`src/rgmii_pkg.sv`:
```
/* RGMII loopback test package
   Widths, frame constants, FSM state types and the CRC-32 byte step */
package rgmii_pkg;

	typedef logic [7:0] byte_t;
	typedef logic [3:0] nibble_t;
	// Data lanes 0 to 3, control lane on top
	typedef logic [4:0] lane_bits_t;
	typedef logic [10:0] len_t;
	typedef logic [15:0] count_t;
	typedef logic [31:0] crc_t;

	typedef enum logic [2:0] {
		GEN_IDLE,
		GEN_PREAMBLE,
		GEN_SFD,
		GEN_PAYLOAD,
		GEN_FCS
	} gen_state_t;

	typedef enum logic [1:0] {
		CHK_HUNT,
		CHK_PREAMBLE,
		CHK_DATA
	} chk_state_t;

	localparam int NUM_LANES = 5;
	localparam int CTL_LANE = NUM_LANES - 1;
	localparam len_t PREAMBLE_LEN = 11'd7;
	localparam byte_t PREAMBLE_BYTE = 8'h55;
	localparam byte_t SFD_BYTE = 8'hD5;
	localparam crc_t CRC_INIT = 32'hFFFF_FFFF;
	// Reflected form of the Ethernet polynomial 0x04C11DB7
	localparam crc_t CRC_POLY = 32'hEDB8_8320;
	localparam crc_t CRC_RESIDUE = 32'hC704_DD7B;

	// One byte through the CRC, least significant bit first
	function automatic crc_t crc32_step(crc_t crc, byte_t data);
		crc_t c;
		c = crc;
		for (int i = 0; i < 8; i++) begin
			if (c[0] ^ data[i]) begin
				c = (c >> 1) ^ CRC_POLY;
			end else begin
				c = c >> 1;
			end
		end
		return c;
	endfunction

endpackage

```
`src/frame_gen.sv`:
```
/* Test frame generator
   Sends preamble, SFD, a counting payload from a seed and the CRC-32 FCS,
   each byte split into RGMII rising and falling halves per lane */
module frame_gen (
	input  logic                  tx_clk,
	input  logic                  rst_n,
	input  logic                  start,
	input  rgmii_pkg::len_t       payload_len,
	input  rgmii_pkg::byte_t      seed,
	output logic                  busy,
	output rgmii_pkg::lane_bits_t tx_rise,
	output rgmii_pkg::lane_bits_t tx_fall
);

	// State names the byte currently on tx_rise and tx_fall
	rgmii_pkg::gen_state_t state;
	rgmii_pkg::gen_state_t state_nx;
	rgmii_pkg::len_t idx;
	rgmii_pkg::len_t idx_nx;
	rgmii_pkg::len_t idx_inc;
	rgmii_pkg::len_t len_q;
	rgmii_pkg::byte_t seed_q;
	rgmii_pkg::crc_t crc;
	rgmii_pkg::crc_t crc_nx;
	rgmii_pkg::byte_t byte_nx;
	logic en_nx;

	assign idx_inc = idx + 1'b1;
	assign busy = (state != rgmii_pkg::GEN_IDLE);

	always_comb begin
		state_nx = state;
		idx_nx = idx;
		crc_nx = crc;
		byte_nx = '0;
		en_nx = 1'b0;
		case (state)
		rgmii_pkg::GEN_IDLE: begin
			if (start) begin
				state_nx = rgmii_pkg::GEN_PREAMBLE;
				idx_nx = '0;
				byte_nx = rgmii_pkg::PREAMBLE_BYTE;
				en_nx = 1'b1;
			end
		end
		rgmii_pkg::GEN_PREAMBLE: begin
			en_nx = 1'b1;
			if (idx_inc < rgmii_pkg::PREAMBLE_LEN) begin
				idx_nx = idx_inc;
				byte_nx = rgmii_pkg::PREAMBLE_BYTE;
			end else begin
				state_nx = rgmii_pkg::GEN_SFD;
				byte_nx = rgmii_pkg::SFD_BYTE;
			end
		end
		rgmii_pkg::GEN_SFD: begin
			// First payload byte is the seed itself
			state_nx = rgmii_pkg::GEN_PAYLOAD;
			idx_nx = '0;
			byte_nx = seed_q;
			en_nx = 1'b1;
			crc_nx = rgmii_pkg::crc32_step(rgmii_pkg::CRC_INIT, seed_q);
		end
		rgmii_pkg::GEN_PAYLOAD: begin
			en_nx = 1'b1;
			if (idx_inc < len_q) begin
				idx_nx = idx_inc;
				byte_nx = seed_q + idx_inc[7:0];
				crc_nx = rgmii_pkg::crc32_step(crc, byte_nx);
			end else begin
				// CRC already covers the last payload byte
				state_nx = rgmii_pkg::GEN_FCS;
				idx_nx = '0;
				byte_nx = ~crc[7:0];
			end
		end
		rgmii_pkg::GEN_FCS: begin
			if (idx[1:0] != 2'd3) begin
				idx_nx = idx_inc;
				byte_nx = ~crc[{idx_inc[1:0], 3'b000} +: 8];
				en_nx = 1'b1;
			end else begin
				state_nx = rgmii_pkg::GEN_IDLE;
				idx_nx = '0;
			end
		end
		default: begin
			state_nx = rgmii_pkg::GEN_IDLE;
		end
		endcase
	end

	// tx_er is never raised here, so the falling control half equals tx_en
	always_ff @(posedge tx_clk or negedge rst_n) begin
		if (!rst_n) begin
			state <= rgmii_pkg::GEN_IDLE;
			idx <= '0;
			tx_rise <= '0;
			tx_fall <= '0;
		end else begin
			state <= state_nx;
			idx <= idx_nx;
			tx_rise <= {en_nx, byte_nx[3:0]};
			tx_fall <= {en_nx, byte_nx[7:4]};
		end
	end

	always_ff @(posedge tx_clk) begin
		crc <= crc_nx;
		// Frame settings held for the whole frame
		if (!busy && start) begin
			len_q <= payload_len;
			seed_q <= seed;
		end
	end

	a_ctl_in_frame: assert property (@(posedge tx_clk) disable iff (!rst_n)
		tx_rise[rgmii_pkg::CTL_LANE] |-> busy)
		else $error("tx_en high outside a frame");

	// A new frame always starts from the first preamble byte
	a_start_ignored: assert property (@(posedge tx_clk) disable iff (!rst_n)
		(start && busy) |=> !(state == rgmii_pkg::GEN_PREAMBLE && idx == '0))
		else $error("start acted on while busy");

endmodule

```
`config.mk`:
```
export PLATFORM = sky130hd
export DESIGN_NAME = frame_gen
export DESIGN_NICKNAME = d
export VERILOG_FILES = /design/src/rgmii_pkg.sv /design/src/frame_gen.sv
export SDC_FILE = /design/constraint.sdc
export NUM_CORES = 1
export LEC_CHECK = 0
export BUFFER_PORTS_ARGS = -buffer_cell sky130_fd_sc_hd__buf_2
export CORE_MARGIN = 2
export CORE_UTILIZATION = 56
export DETAILED_ROUTE_END_ITERATION = 6
export GPL_ROUTABILITY_DRIVEN = 0
export PLACE_DENSITY = 0.77
export SETUP_SLACK_MARGIN = 0.5
export SLEW_MARGIN = 20
export SYNTH_ARGS = -nofsm -noshare
export SYNTH_HDL_FRONTEND = slang
export SYNTH_SLANG_ARGS = --single-unit
```
`constraint.sdc`:
```
create_clock -name tx_clk -period 4.2 [get_ports tx_clk]
set_clock_uncertainty 0.2 [all_clocks]
set_input_delay 0.21 -clock tx_clk [delete_from_list [all_inputs] [get_ports tx_clk]]
set_output_delay 0.21 -clock tx_clk [all_outputs]
set_load 0.02 [all_outputs]
```
After elaboration in Yosys (flattened, before gate mapping)
Index checks and enable logic that the tools add are counted.

word-level totals
  output and inout port bits = 11
  flip-flop bits (word level) = 75
  logic and storage cells = 122

operators by class
  bitwise operators = 32
  eq/ne operators = 11
  $add $sub $neg = 2
  multiplexer cells = 57
  order comparisons = 2
  shift-type cells = 1
  reduce and logical (&&, ||, !) cells = 10

operator list
  cell                                                                   count
  32-bit 2-to-1 mux                                                      38
  13-bit inverter with 14-bit output                                     15
  32-bit one-hot mux with 2 select lines                                 1
  11-bit one-hot mux with 5 select lines                                 1
  11-bit 2-to-1 mux                                                      4
  8-bit one-hot mux with 5 select lines                                  1
  32-bit by 6-bit indexed part select with 8-bit output                  1
  8-bit 2-to-1 mux                                                       3
  8-bit inverter                                                         2
  3-bit one-hot mux with 5 select lines                                  1
  1-bit bitwise XOR                                                      15
  2-bit != test, second input constant                                   7
  3-bit 2-to-1 mux                                                       4
  11-bit by 1-bit adder with 11-bit output, second input constant        1
  11-bit < comparator                                                    1
  11-bit by 3-bit < comparator with 1-bit output, second input constant  1
  8-bit adder                                                            1
  7-bit 2-to-1 mux                                                       1
  3-bit by 2-bit equality test with 1-bit output, second input constant  2
  5-bit nonzero test                                                     1
  4-bit AND reduction                                                    1
  3-bit by 1-bit equality test with 1-bit output, second input constant  1
  3-bit equality test, second input constant                             1
  3-bit logical NOT                                                      1
  9 further kinds                                                        10

Depth between registers and ports, before layout
  word-level depth = 34
  depth in mapped cells = 16
  mapped depth without buffers = 14

Least setup slack after synthesis
OpenSTA, ideal clock, no wires.

  kind = register -> register
  start point = register idx[1]
  end point = register crc[0] (enable)
  period minus slack after synthesis = 4.162 ns
  stages on the path, launching flop included = 16
  arrival time = 3.568 ns
  data required time = 3.606 ns
  path slack = 0.038 ns
  path buffers = 1
  library setup time = 0.394 ns
  path through = dfrtp_1 ha_1 inv_1 ha_1 inv_1 ha_1 a21oi_1 o21ai_0 a21boi_0 o2111ai_2 a211oi_2 a2111oi_4 nor3_4 buf_6 nand2_1 nand2b_1

on the way
  cells in the longest elaborated chain, start to end = 4

RTL lines
  item                                      RTL line          text
  from (decl)                               frame_gen.sv:18   rgmii_pkg::len_t idx;
  from (signal assigned)                    frame_gen.sv:102  idx <= idx_nx;
  11-bit by 1-bit adder with 11-bit output  frame_gen.sv:28   assign idx_inc = idx + 1'b1;
  11-bit < comparator                       frame_gen.sv:66   if (idx_inc < len_q) begin
  2-bit != test (no source line)            --
  2-bit AND reduction (no source line)      --
  to (signal assigned)                      frame_gen.sv:109  crc <= crc_nx;
  to (decl)                                 frame_gen.sv:23   rgmii_pkg::crc_t crc;

Every way passes these cells.
A chain may end at the register's enable or synchronous reset.

Final worst setup path
  start point = register idx[0]
  end point = register crc[24] (data pin)

on the way
  cells in the longest elaborated chain, start to end = 32
  elaborated cells between the ends (all ways) = 37
  those cells by class = add/sub: 2; mux: 24; bitwise: 11

RTL lines
  item                                                 RTL line         text
  11-bit by 1-bit adder with 11-bit output *           frame_gen.sv:28
  8-bit adder *                                        frame_gen.sv:68  byte_nx = seed_q + idx_inc[7:0];
  1-bit bitwise XOR                                    rgmii_pkg.sv:42  if (c[0] ^ data[i]) begin
  32-bit 2-to-1 mux                                    rgmii_pkg.sv:42
  32-bit 2-to-1 mux                                    frame_gen.sv:66
  32-bit 2-to-1 mux                                    frame_gen.sv:37  case (state)
  13-bit inverter with 14-bit output (no source line)  --
  32-bit 2-to-1 mux                                    rgmii_pkg.sv:42
  [... 17 more ...]                                    --
  32-bit 2-to-1 mux                                    rgmii_pkg.sv:42
  32-bit 2-to-1 mux                                    frame_gen.sv:66
  32-bit 2-to-1 mux                                    frame_gen.sv:37
  13-bit inverter with 14-bit output (no source line)  --
  32-bit 2-to-1 mux *                                  rgmii_pkg.sv:42
  32-bit 2-to-1 mux *                                  frame_gen.sv:66
  32-bit one-hot mux with 2 select lines *             frame_gen.sv:37
  net crc_nx[24]                                       frame_gen.sv:24  rgmii_pkg::crc_t crc_nx;

The timed path passes the listed nets; every way through them passes the cells marked *. The select of a mux whose other input is x is not followed.

==> out/metrics.csv <==
stage;metric;value;unit
layout;antenna-diode-count;0;
pwr;finalPower;1.41;mW
logic_synthesis;ys_warn_count;0;
worst_setup_path;cp_num_buf_inv;5;
route;vias;4456;
floorplan;design.portCount;33;
clock_network;clockBufferDepth;2;
logic_synthesis;async_flop_share;31.1;%
route;routed_wl;16800;um
logic_synthesis;synth-seq-cells;74;
global_route;overflow;0;
placed_design;dp_slack;69.6;ps
logic_synthesis;yosysUniqueCellTypes;71;
placed_design;port_buffers;32;
placed_design;place_hpwl;9660;um
timing;fin_setup_tns;0;ps
run;maxCapViolations;0;
global_route;grt_max_degree;39;
layout;layout.nets;621;
logic_synthesis;yosysTopAreaCell;edfxtp_1;
worst_setup_path;cpPeakStageDelay;430;ps
clock_network;clk_pin_slew;100;ps
status;outcome;complete, no violations;
timing;hold_slack;130;ps
logic_synthesis;yosysMostFrequentCell;xnor2_1;
logic_synthesis;syn_avg_cell_area;10.9;um^2
clock_network;cts_made_buffers;9;
route;antenna_left;0;
pwr;ir_drop;0.166;mV
clock_network;htreeDepth;3;
worst_setup_path;crit_fanout;4;
logic_synthesis;synthTopCellsByCount;75 x xnor2_1, 51 x edfxtp_1, 42 x xor2_1;
global_route;grt_usage;29.6;%
route;drtIter0Drc;350;
clock_network;clock_sinks;74;
layout;drive_gt1_share;33.6;%
worst_setup_path;critPathTopFamily;adder cells;
clock_network;cts_tree;built;
floorplan;die_area;10400;um^2
logic_synthesis;synth_top_cell_area_share;28.4;%
min_path;hold_path.class;in -> async;
worst_setup_path;crit_slowest_cell;dfrtp_1;
floorplan;coreArea;9280;um^2
pwr;leakage;2.69;nW
worst_setup_path;start_kind;flop;
timing;slew_headroom;48.9;%
worst_setup_path;critPathKind;reg -> reg;
logic_synthesis;synthCells;493;
timing;timing.fmax;263;MHz
timing;rsz0062_at_grt;false;
timing;fin_crit_sh;90.5;%
logic_synthesis;synth_top_flop_cell;edfxtp_1;
logic_synthesis;synth.area.top_cells;edfxtp_1 28%, xnor2_1 12%, dfrtp_1 11%;
timing;drv_slew;0;
logic_synthesis;syn-num-nets;532;
logic_synthesis;synth_edf_count;51;
route;drc;0;
floorplan;die_w;102;um
timing;finalHoldViolCount;0;
timing;fin_crit;3800;ps
worst_setup_path;cp_data_required_time;4160;ps
pwr;powerDensity;202;nW/um^2
layout;area_growth;28.7;%
worst_setup_path;cp-end-kind;flop;
placed_design;dp_cells;646;
route;routedWlPerCell;23.4;um
worst_setup_path;path_cells;ha_4 > inv_4 > ha_4 > inv_4 > ha_4 > inv_2 > o21ai_4 > a2111oi_4 > or3_4 > xnor3_2 > buf_4 > buf_4 > xnor2_2 > xnor2_1 > o21ai_0;
global_route;grt_antenna_before_repair;0;
worst_setup_path;crit_top_cell;ha_4;
logic_synthesis;synth_area;5400;um^2
floorplan;rows;35;
clock_network;worstSkewPairLatency;390;ps
route;vias_per_cell;6.22;
timing;setup_violations;0;
global_route;grt_pass1_wl;22800;um
floorplan;die_h;102;um
logic_synthesis;seq_area_frac_synth;39.0;%
clock_network;cts_root_buf;clkbuf_8;
timing;worst-slew-pin-transition;761;ps
worst_setup_path;worstPathArrival;3760;ps
floorplan;initial_utilization;58.1;%
route;drt_pass1_iterations;5;
timing;layout_setup_ws;398;ps
global_route;grt_pass1_vias;4303;
layout;layoutNonFillerInstCount;716;
[layout by cell type, fill, tap and decap left out, types with 10 or more instances in the layout]
cell,synthesis,layout
dfrtp_1,23,20
buf_4,3,45
dlygate4sd3_1,0,21
xor2_1,42,32
a21oi_1,33,28
edfxtp_1,51,51
buf_2,0,32
nand2_1,30,28
ha_4,0,10
inv_1,19,13
o21ai_0,23,20
xnor2_1,75,70
nor2_1,37,36
[path summary, 6_finish.rpt]
check | endpoint | slack, ps | cells after the start | startpoint
setup / recovery | crc[24] | 400 | 15 | idx[0]
hold / removal | idx[8] | 130 | 2 | rst_n
setup reg to reg | crc[24] | 400 | 15 | idx[0]
hold reg to reg | idx[10] | 340 | 2 | idx[10]
max in group asynchronous | idx[1] | 3260 | 2 | rst_n
min in group tx_clk | seed_q[5] | 340 | 2 | seed[5]
[metal layers]
metal	global-route usage, %	routed length (um)	vias up
met2	50.5	8270	308
li1	-	-	1901
met5	0	0	-
met4	13.3	1020	0
met3	5.47	1530	90
met1	36.9	5970	2157
[report_power, final]
group / switching [mW] / internal (mW) / leakage (nW)
clock: 0.322 / 0.279 / 0.0962
combinational: 0.0113 / 0.0197 / 1.82
sequential: 0 / 0.775 / 0.775
[flip-flops by register name, indices dropped and copies added (netlist names)]
name / cells
seed_q: 8
state: 3
idx: 11
tx_rise: 4
len_q: 11
tx_fall: 5
crc: 32
[what timing repair did]
item                                    in CTS  in global routing
hold endpoints to repair                    43                  0
hold buffers                                21                  0
buffers inserted                            14                 15
pin swaps                                    7                 32
resized for setup                           23                 65
gates cloned                                 3                  1
endpoints found under the setup margin      67                 72
[through the flow]
step	cell area, um^2	util (%)
floorplan	5410	-
global placement	5720	61.6
detailed placement	5720	61.6
CTS	6400	69.0
global route	6940	74.8
finish	6940	74.8
[logic make-up (layout without fill, tap and decap cells)]
| group | Yosys count | after routing | synth area share, % |
|---|---|---|---|
| xor+xnor | 129 | 129 | 23.7 |
| simple gates | 107 | 110 | 10.5 |
| compound gates | 96 | 96 | 11.8 |
| flops | 74 | 74 | 39.0 |
| buf+inv | 50 | 141 | 4.61 |
| mux | 20 | 20 | 6.21 |
| fa+ha+maj | 17 | 17 | 4.08 |
[worst register-to-register path, stage by stage (launching register included)]
cell and delay [ps]:
dfrtp_1 430, ha_4 200, inv_4 50, ha_4 270, inv_4 50, ha_4 290
inv_2 70, o21ai_4 180, a2111oi_4 90, or3_4 410, xnor3_2 330, buf_4 180
buf_4 150, xnor2_2 250, xnor2_1 110, o21ai_0 320
[area by class of cell]
type,instances,area [um^2]
inverters,21,83.8
clock buffers,9,124
flip-flops and latches,74,2110
fillers,590,2340
repair buffers,104,820
multi-input cells,372,3570
well taps,129,161
clock inverters,7,76.3
No activity file was read; power rests on OpenSTA's default activity.
